## src/design/px_pkg.sv

```systemverilog
package px_pkg;

	typedef logic [15:0] word_t;	// System bus address word
	typedef logic [3:0]  irq_num_t;	// Interrupt source number

	localparam word_t VECTOR_BASE = 16'h0040;	// Interrupt vector table
	localparam int    ALARM_TICKS = 32;	// No-reply limit in granted cycles
	localparam int    ALARM_CNT_W = $clog2(ALARM_TICKS + 1);

	typedef logic [ALARM_CNT_W-1:0] alarm_cnt_t;	// No-memory alarm counter

	// CPU major states
	typedef enum logic [3:0] {
		ST_K1,	// Instruction fetch
		ST_K2,	// Argument fetch
		ST_P,	// Address preparation, bus idle
		ST_WR,	// Operand read
		ST_WW,	// Operand write
		ST_WM,	// I/O transfer
		ST_I1,	// Vector read
		ST_I2,	// Push
		ST_I3,	// Push
		ST_I4,	// Read back
		ST_I5	// Final write
	} px_state_t;

	typedef enum logic [2:0] {
		OP_REG,	// Register only, no operand cycle
		OP_LOAD,
		OP_STORE,
		OP_IN,
		OP_OU
	} op_class_t;

	typedef struct packed {
		op_class_t op;	// Class from the instruction decoder
		logic      need_arg;	// Second word follows
	} px_instr_t;

	typedef struct packed {
		px_state_t st;	// Current major state
		op_class_t op;	// Class latched at end of K1
	} px_ctl_t;

	typedef struct packed {
		logic df;	// Fetch
		logic dr;	// Read
		logic dw;	// Write
		logic ds;	// Send
	} px_bus_t;

endpackage

```

## src/design/px_state_decode.sv

```systemverilog
`timescale 1ns/1ps

module px_state_decode import px_pkg::*; (
	input  logic      __clk,
	input  logic      clo,
	input  logic      ldstate,	// Load strobe from sequencer
	input  px_instr_t instr,	// Sampled only with ldstate
	input  logic      irq,	// Sampled only with ldstate
	output px_ctl_t   ctl
);

	px_ctl_t   ctl_q;
	px_state_t st_d;
	op_class_t op_d;

	// Next-state decode
	always_comb begin
		st_d = ctl_q.st;	// Hold by default
		op_d = ctl_q.op;
		case (ctl_q.st)
			ST_K1: begin
				op_d = instr.op;	// Latch class with the fetched word
				st_d = instr.need_arg ? ST_K2 : ST_P;
			end
			ST_K2: st_d = ST_P;
			ST_P: begin
				case (ctl_q.op)
					OP_REG:   st_d = irq ? ST_I1 : ST_K1;
					OP_LOAD:  st_d = ST_WR;
					OP_STORE: st_d = ST_WW;
					OP_IN,
					OP_OU:    st_d = ST_WM;	// Both via I/O transfer
					default:  st_d = ST_K1;
				endcase
			end
			ST_WR,
			ST_WW,
			ST_WM: st_d = irq ? ST_I1 : ST_K1;	// End of instruction
			// Fixed interrupt sequence
			ST_I1: st_d = ST_I2;
			ST_I2: st_d = ST_I3;
			ST_I3: st_d = ST_I4;
			ST_I4: st_d = ST_I5;
			ST_I5: st_d = ST_K1;	// Back to fetch at handler
			default: st_d = ST_K1;
		endcase
	end

	// State register
	always_ff @(posedge __clk or posedge clo) begin
		if (clo) begin
			ctl_q.st <= ST_K1;
			ctl_q.op <= OP_REG;
		end else if (ldstate) begin
			ctl_q.st <= st_d;
			ctl_q.op <= op_d;
		end
	end

	assign ctl = ctl_q;

endmodule

```

## src/design/px_strobgen.sv

```systemverilog
`timescale 1ns/1ps

module px_strobgen (
	input  logic __clk,
	input  logic clo,
	input  logic bus_cycle,	// Current state uses the bus
	input  logic ok_done,	// Bus cycle finished (reply or alarm)
	output logic strob1,
	output logic strob2,
	output logic got,
	output logic ldstate
);

	// Each value names the pulse active in that cycle
	typedef enum logic [1:0] {
		S1,
		WAIT,
		S2,
		GOT
	} strob_st_t;

	strob_st_t fsm_q;
	strob_st_t fsm_d;

	always_comb begin
		fsm_d = fsm_q;
		case (fsm_q)
			S1:   fsm_d = bus_cycle ? WAIT : S2;	// No bus means no wait
			WAIT: fsm_d = ok_done ? S2 : WAIT;
			S2:   fsm_d = GOT;
			GOT:  fsm_d = S1;	// New state loads here
			default: fsm_d = S1;
		endcase
	end

	always_ff @(posedge __clk or posedge clo) begin
		if (clo) begin
			fsm_q <= GOT;	// First edge after release goes to S1
		end else begin
			fsm_q <= fsm_d;
		end
	end

	// Registered pulses, each high while fsm_q sits in its step
	always_ff @(posedge __clk or posedge clo) begin
		if (clo) begin
			strob1 <= 1'b0;
			strob2 <= 1'b0;
			got    <= 1'b0;
		end else begin
			strob1 <= (fsm_d == S1);
			strob2 <= (fsm_d == S2);
			got    <= (fsm_d == GOT);
		end
	end

	assign ldstate = got;	// Same pulse, internal state load

endmodule

```

## src/design/px_ifctl.sv

```systemverilog
`timescale 1ns/1ps

module px_ifctl import px_pkg::*; (
	input  logic __clk,
	input  logic clo,
	input  logic strob1,
	input  logic bus_cycle,
	input  logic zw,	// Bus grant
	input  logic rok,	// Reply pulse
	output logic zg,	// Bus request
	output logic zwzg,	// Request granted
	output logic ok_done,	// End of bus cycle
	output logic alarm,	// No-memory timeout pulse
	output logic awaria	// Sticky alarm flag
);

	alarm_cnt_t alarm_cnt;
	logic       timeout;

	assign zwzg    = zg & zw;
	assign timeout = (alarm_cnt == '0);
	assign alarm   = zwzg & ~rok & timeout;	// Reply wins a tie
	assign ok_done = (zwzg & rok) | alarm;

	// Bus request flip-flop
	always_ff @(posedge __clk or posedge clo) begin
		if (clo) begin
			zg <= 1'b0;
		end else if (ok_done) begin
			zg <= 1'b0;	// Drop after reply or alarm
		end else if (strob1 && bus_cycle) begin
			zg <= 1'b1;
		end
	end

	// Alarm down-counter, runs only with grant held
	always_ff @(posedge __clk or posedge clo) begin
		if (clo) begin
			alarm_cnt <= alarm_cnt_t'(ALARM_TICKS);
		end else if (!zg) begin
			alarm_cnt <= alarm_cnt_t'(ALARM_TICKS);	// Rearm between cycles
		end else if (zwzg && !timeout) begin
			alarm_cnt <= alarm_cnt - 1'b1;
		end
	end

	// Alarm latch, only reset clears it
	always_ff @(posedge __clk or posedge clo) begin
		if (clo) begin
			awaria <= 1'b0;
		end else if (alarm) begin
			awaria <= 1'b1;
		end
	end

endmodule

```

## src/design/px_busdrv.sv

```systemverilog
`timescale 1ns/1ps

module px_busdrv import px_pkg::*; (
	input  px_ctl_t  ctl,
	input  logic     zwzg,	// Grant held
	input  word_t    ic,	// Instruction counter
	input  word_t    ar,	// Argument register
	input  irq_num_t irq_num,
	output logic     bus_cycle,
	output px_bus_t  bus,
	output word_t    dad
);

	px_bus_t cmd;
	word_t   addr;

	// Command table per state
	always_comb begin
		cmd  = '0;
		addr = ar;	// Most cycles use AR
		case (ctl.st)
			ST_K1,
			ST_K2: begin
				cmd.df = 1'b1;
				addr   = ic;	// Fetch at IC
			end
			ST_WR: cmd.dr = 1'b1;
			ST_WW: cmd.dw = 1'b1;
			ST_WM: begin
				cmd.df = (ctl.op == OP_IN);	// Input is a fetch
				cmd.ds = (ctl.op == OP_OU);
			end
			ST_I1: begin
				cmd.dr = 1'b1;
				addr   = VECTOR_BASE + {12'd0, irq_num};	// Vector slot
			end
			ST_I2,
			ST_I3,
			ST_I5: cmd.dw = 1'b1;
			ST_I4: cmd.dr = 1'b1;
			default: cmd = '0;	// P, no bus
		endcase
	end

	assign bus_cycle = |cmd;	// Ungated, seen by sequencer and ifctl
	assign bus       = zwzg ? cmd : '0;	// Drivers only under grant
	assign dad       = zwzg ? addr : '0;

endmodule

```

## src/design/px_unit.sv

```systemverilog
`timescale 1ns/1ps

module px_unit import px_pkg::*; (
	input  logic      __clk,
	input  logic      clo,
	input  px_instr_t instr,
	input  logic      irq,
	input  irq_num_t  irq_num,
	input  word_t     ic,
	input  word_t     ar,
	input  logic      zw,
	input  logic      rok,
	output px_state_t state,
	output logic      strob1,
	output logic      strob2,
	output logic      got,
	output logic      ldstate,
	output logic      zg,
	output px_bus_t   bus,
	output word_t     dad,
	output logic      alarm,
	output logic      awaria
);

	px_ctl_t ctl;
	logic    bus_cycle;	// Current state needs the bus
	logic    zwzg;
	logic    ok_done;

	assign state = ctl.st;

	px_state_decode px_state_decode_inst (
		.__clk  (__clk),
		.clo    (clo),
		.ldstate(ldstate),
		.instr  (instr),
		.irq    (irq),
		.ctl    (ctl)
	);

	px_strobgen px_strobgen_inst (
		.__clk    (__clk),
		.clo      (clo),
		.bus_cycle(bus_cycle),
		.ok_done  (ok_done),
		.strob1   (strob1),
		.strob2   (strob2),
		.got      (got),
		.ldstate  (ldstate)
	);

	px_ifctl px_ifctl_inst (
		.__clk    (__clk),
		.clo      (clo),
		.strob1   (strob1),
		.bus_cycle(bus_cycle),
		.zw       (zw),
		.rok      (rok),
		.zg       (zg),
		.zwzg     (zwzg),
		.ok_done  (ok_done),
		.alarm    (alarm),
		.awaria   (awaria)
	);

	px_busdrv px_busdrv_inst (
		.ctl      (ctl),
		.zwzg     (zwzg),
		.ic       (ic),
		.ar       (ar),
		.irq_num  (irq_num),
		.bus_cycle(bus_cycle),
		.bus      (bus),
		.dad      (dad)
	);

endmodule

```

## config.mk

```make
export PLATFORM = sky130hd
export DESIGN_NAME = px_unit
export DESIGN_NICKNAME = d
export VERILOG_FILES = /design/src/design/px_pkg.sv /design/src/design/px_state_decode.sv /design/src/design/px_strobgen.sv /design/src/design/px_ifctl.sv /design/src/design/px_busdrv.sv /design/src/design/px_unit.sv
export SDC_FILE = /design/constraint.sdc
export NUM_CORES = 1
export LEC_CHECK = 0
export BUFFER_PORTS_ARGS = -buffer_cell sky130_fd_sc_hd__buf_2
export CAP_MARGIN = 30
export CORE_AREA = 2 2 59 61
export CTS_BUF_LIST = sky130_fd_sc_hd__clkbuf_8
export CTS_CLUSTER_DIAMETER = 30
export DETAILED_ROUTE_END_ITERATION = 10
export DIE_AREA = 0 0 61 63
export GPL_ROUTABILITY_DRIVEN = 0
export MAX_ROUTING_LAYER = met4
export PLACE_DENSITY = 0.87
export SYNTH_ARGS = -nofsm -noshare
export SYNTH_HDL_FRONTEND = slang
export SYNTH_SLANG_ARGS = --single-unit
```

## constraint.sdc

```tcl
create_clock -name __clk -period 4.7 [get_ports __clk]
set_input_delay 0.94 -clock __clk [delete_from_list [all_inputs] [get_ports __clk]]
set_output_delay 0.94 -clock __clk [all_outputs]
set_load 0.01 [all_outputs]
```

Word-level counts from Yosys, hierarchy flattened
Cells that the tools add are included.
W data, S select, Z words.
{"block": "word_totals", "register_bits": 20, "latch_bits": 0, "ram_bits": 0, "romBits": 0, "wordCells": 71, "mem_count": 0}
{"block": "op_classes", "n_addsub": 2, "n_mul": 0, "div": 0, "magnitude_cmp": 0, "eq_ne": 20, "shift": 0, "n_mux": 18, "n_bitwise": 6, "n_reduce_logical": 16}
{"cell": "$pmux W16 S2", "count": 1}
{"cell": "$pmux W4 S8", "count": 1}
{"cell": "$eq A4 B3 Y1 const B", "count": 4}
{"cell": "$mux W16", "count": 1}
{"cell": "$pmux W4 S4", "count": 1}
{"cell": "$eq A4 B4 Y1 const B", "count": 3}
{"cell": "$mux W6", "count": 2}
{"cell": "$add A7 B4 Y8 const A", "count": 1}
{"cell": "$eq A2 B2 Y1 const B", "count": 4}
{"cell": "$eq A4 B2 Y1 const B", "count": 2}
{"cell": "$pmux W2 S4", "count": 1}
{"cell": "$reduce_or A4 Y1", "count": 2}
{"cell": "$eq A3 B2 Y1 const B", "count": 2}
{"cell": "$logic_not A6 Y1", "count": 1}
{"cell": "$mux W2", "count": 3}
{"cell": "$reduce_or A3 Y1", "count": 2}
{"cell": "$sub A6 B1 Y6 const B", "count": 1}
{"cell": "$mux W1", "count": 5}
{"cell": "$and A1 B1 Y1", "count": 4}
{"cell": "$eq A4 B1 Y1 const B", "count": 1}
{"cell": "$logic_not A2 Y1", "count": 2}
{"cell": "$logic_not A4 Y1", "count": 1}
{"cell": "$mux W4", "count": 1}
{"cell": "$reduce_or A2 Y1", "count": 2}
{"cell": "other kinds (13)", "count": 14}

Depth between registers and ports, before layout
{"block": "depth", "word_depth": 7, "mapped_depth": 6, "depth_no_buf": 6}

By module
Synthesis repeated with hierarchy kept, for this count alone.
{"block": "hier_totals", "cells_unflattened": 166, "area_unflattened_um2": 1592.8}
{"mod": "px_ifctl", "instances": 1, "cells_each": 47, "area_each_um2": 488.0}
{"mod": "px_busdrv", "instances": 1, "cells_each": 56, "area_each_um2": 457.9}
{"mod": "px_state_decode", "instances": 1, "cells_each": 47, "area_each_um2": 451.7}
{"mod": "px_strobgen", "instances": 1, "cells_each": 16, "area_each_um2": 195.2}

Worst setup path before layout
Ideal clock, no wire load.
{"block": "synth_path", "path_type": "input-to-output", "start": "in zw", "end": "out bus[3] (netlist bit)", "t_arrival_ns": 2.016, "path_slack_ns": 1.744, "path_stages": 4, "n_path_buf": 2, "path_cell_list": "buf_2 -> nand2_1 -> clkbuf_1 -> a2111oi_0"}
{"item": "from (decl)", "line": "px_unit.sv:11", "rtl": "input logic zw,"}
{"item": "to (decl)", "line": "px_unit.sv:19", "rtl": "output px_bus_t bus,"}

Final worst setup path
{"block": "layout_path", "start": "reg px_state_decode_inst.ctl_q, in the netlist px_state_decode_inst.ctl[4]", "end": "out dad[14]"}
{"block": "layout_via", "elab_chain_len": 4}
{"item": "from (decl)", "line": "px_state_decode.sv:12", "rtl": "px_ctl_t ctl_q;"}
{"item": "$eq A4 B1 Y1 / $logic_not A4 Y1 (equally long branches)", "line": "px_busdrv.sv:21", "rtl": "case (ctl.st)"}
{"item": "$reduce_or A2 Y1", "line": "px_busdrv.sv:21"}
{"item": "$pmux W16 S2 *", "line": "px_busdrv.sv:21"}
{"item": "$mux W16 *", "line": "px_busdrv.sv:47", "rtl": "assign dad = zwzg ? addr : '0;"}
{"item": "to (decl)", "line": "px_unit.sv:20", "rtl": "output word_t dad,"}
Mark *: on every way between the ends. The rest lies on a longest branch, timed or not.

==> flow_metrics.tcl <==
set metrics [dict create \
    grt_pass1_vias 1346 \
    path_cells "nor2_1, o21ai_2, a22oi_1, nor2_1, buf_2" \
    maxSlewViolCount 0 \
    path_buf_inv 1 \
    cp_max_fo 20 \
    grt_pass1_wl_mm 5.91 \
    r2r_start "px_state_decode_inst.ctl[4]$_DFFE_PP0P_" \
    max_freq_mhz 312 \
    cts_tree "done" \
    synth_xor_area_share_pct 2.28 \
    synth_area_leaders "dfrtp_1 (28%), a22oi_1 (7.3%), nor2_1 (7.1%)" \
    crit_type "reg2out" \
    synth_cell_types 46 \
    clk_pin_slew_ns 0.07 \
    synth-edff-count 0 \
    synth_mux_area_share_pct 4.15 \
    dieArea_sq_mm 0.00384 \
    syn_to_final_growth_pct 26.5 \
    yosys.area.top_type "dfrtp_1" \
    overflow 0 \
    syn_area_sq_mm 0.00154 \
    cpMostUsedCell "nor2_1" \
    layout_commonest_cell "buf_2" \
    status "completed" \
    synth-async-reset-ratio_pct 100 \
    antenna_found_initial 0 \
    whs_ns 0.489 \
    synth_top_family_by_area "compound AO/OA/AOI/OAI gates" \
    io_buffer_count 75 \
    rsz0062_at_grt "no" \
    hold_viol 0 \
    grt_max_degree 23 \
    yosysWarnings 0 \
    avgRoutedWirePerCell_um 13.0 \
    hold_start "px_ifctl_inst.awaria$_DFFE_PP0P_" \
    detail-route-antenna-nets 0 \
    drt_wl_total_mm 3.82 \
    skew_ns 0.00159 \
    startpoint_type "register" \
    reg2reg_to "px_state_decode_inst.ctl[1]$_DFFE_PP0P_" \
    cts_hold_repair.buffers 0 \
    drive_gt1_share_pct 38.5 \
    maxCapViolations 0 \
    core.rowCount 21 \
    dp_slack_ns 1.61 \
    dieWidth_um 61 \
    cts.htree.levels 1 \
    antennaDiodeCount 0 \
    r2r_cells 3 \
    drt_iter0_drc 60 \
    syn_inst 184 \
    clk_latency_ns 0.25 \
    worst_slack_ns 1.50 \
    whs_path_depth 1 \
    pin_count 76 \
    coreArea_sq_mm 0.00323 \
    setup_tns_ns 0 \
    seq_area_sq_um 504 \
    layout_common_cells "buf_2 (75), nor2_1 (29), dfrtp_1 (17)" \
    grt_usage_pct 20.5 \
    dr_total_vias 1587 \
    drc 0 \
    critPathTopFamily "flip-flops" \
    r2r_slack_ns 2.60 \
    p_leak_nw 0.947 \
    clockRootBuffer "clkbuf_8" \
    syn_area_per_cell_sq_um 8.35 \
    start_util_pct 47.5 \
    ys.flop_type "dfrtp_1" \
    clkSinkCount 20 \
    drt-pass1-iter-count 5 \
    cts.repair.resized 0 \
    fin_crit_ns 3.20 \
    arrival_ns 2.26 \
    clk_path_buf_depth 2 \
    power_density_mw_per_mm2 195 \
    synth_fa_ha_area_share_pct 1.63 \
    synth_seq_area_share_pct 32.8 \
    slew_headroom_pct 49.3 \
    dieHeight_um 63 \
    synth-seq-cells 20 \
    synth_top_cell_area_share_pct 27.7 \
    end_kind "output port" \
    cts_setup_buffers 0 \
    final_net_count 295 \
    holdCritPathClass "reg2reg" \
    multi_input_comb_area_sq_um 901 \
    finalSetupViolations 0 \
    fill_cells 316 \
    synthSimpleGateAreaFrac_pct 23.6 \
    numCtsBuffers 3 \
    worst_pin_slew_ns 0.756 \
    synth_nets 231 \
    routed_via_density 5.42 \
    critical-path-max-stage-delay_ns 0.76 \
    hold_end "px_ifctl_inst.awaria$_DFFE_PP0P_" \
    ir_worst_vdd_uv 202 \
    cp_slowest_cell "dfrtp_1" \
    finalCritPeriodShare_pct 68.2 \
    hpwl_mm 2.93 \
    synth_compound_area_share_pct 27.0 \
    cp.required_ns 3.76 \
    worst-path-stages 5 \
]
-- logic make-up after synthesis --
kind of cell / Yosys count
AOI/OAI and AO/OA: 56
xor gates and xnor gates: 4
adders and majority gates: 2
buffers and inverters: 25
DFF: 20
muxes: 6
and+or+nand+nor: 71
-- worst max path at each step --
stage                                                  startpoint  endpoint
final                     px_state_decode_inst.ctl[4]$_DFFE_PP0P_   dad[14]
after global placement                                         zw    bus[3]
after CTS                 px_state_decode_inst.ctl[4]$_DFFE_PP0P_   dad[14]
after global routing      px_state_decode_inst.ctl[4]$_DFFE_PP0P_   dad[14]
after detailed placement                                       zw    bus[3]
after floorplan                                                zw    bus[3]
-- cells in the mapped netlist (2+ instances only) --
cell      number
nor2_1        29
dfrtp_1       17
a22oi_1       15
a21oi_1        9
o21ai_0        9
buf_4          8
inv_1          8
nand2b_1       8
nand2_1        7
nor3_1         7
buf_2          6
a22o_1         5
nand3_1        4
a31oi_1        3
dfstp_2        3
mux2_2         3
mux2i_1        3
nand4_1        3
nor2b_1        3
xor2_1         3
and3b_1        2
clkbuf_1       2
ha_1           2
nand3b_1       2
o31ai_1        2
-- power by group --
part | internal [mW] | total, mW | switching [mW]
logic | 0.0196 | 0.0351 | 0.0155
clock network | 0.114 | 0.168 | 0.0546
registers | 0.173 | 0.176 | 0.00209
-- state kept, by name, indices dropped and copies added, names as in the netlist --
signal / flops
px_strobgen_inst.fsm_q: 2
px_strobgen_inst.strob1: 1
px_strobgen_inst.strob2: 1
px_state_decode_inst.ctl: 7
px_ifctl_inst.awaria: 1
px_strobgen_inst.got: 1
px_ifctl_inst.alarm_cnt: 6
px_ifctl_inst.zg: 1
-- worst register-to-register path: stages (launching register included) --
cell and delay [ns]:
dfrtp_1 0.62, nor3_2 0.74, nand3b_1 0.29, mux2_2 0.34
-- final cells by class --
class / instances / area share, %
clock inverters: 1 / 1.55
clock buffers: 3 / 2.12
repair buffers: 75 / 19.3
well taps: 46 / 2.96
flip-flops and latches: 20 / 25.9
multi-input cells: 139 / 46.4
inverters: 9 / 1.74
-- per-layer routing --
metal | part of all wire (%) | GRT usage (%)
met1 | 43 | 25.3
met3 | 7.9 | 2.28
met4 | 1.2 | 6.52
met2 | 48 | 34.4
met5 | 0 | -
-- through the flow --
step	utilization, %	area, sq um	instances	power (mW)
after floorplan	-	1540	184	0.192
after global placement	57.9	1870	289	0.213
after detailed placement	57.9	1870	289	0.214
after CTS	60.1	1940	293	0.383
after global routing	60.1	1940	293	0.395
final	60.1	1940	293	0.379
Note: power is estimated with default switching activity, not from simulation.
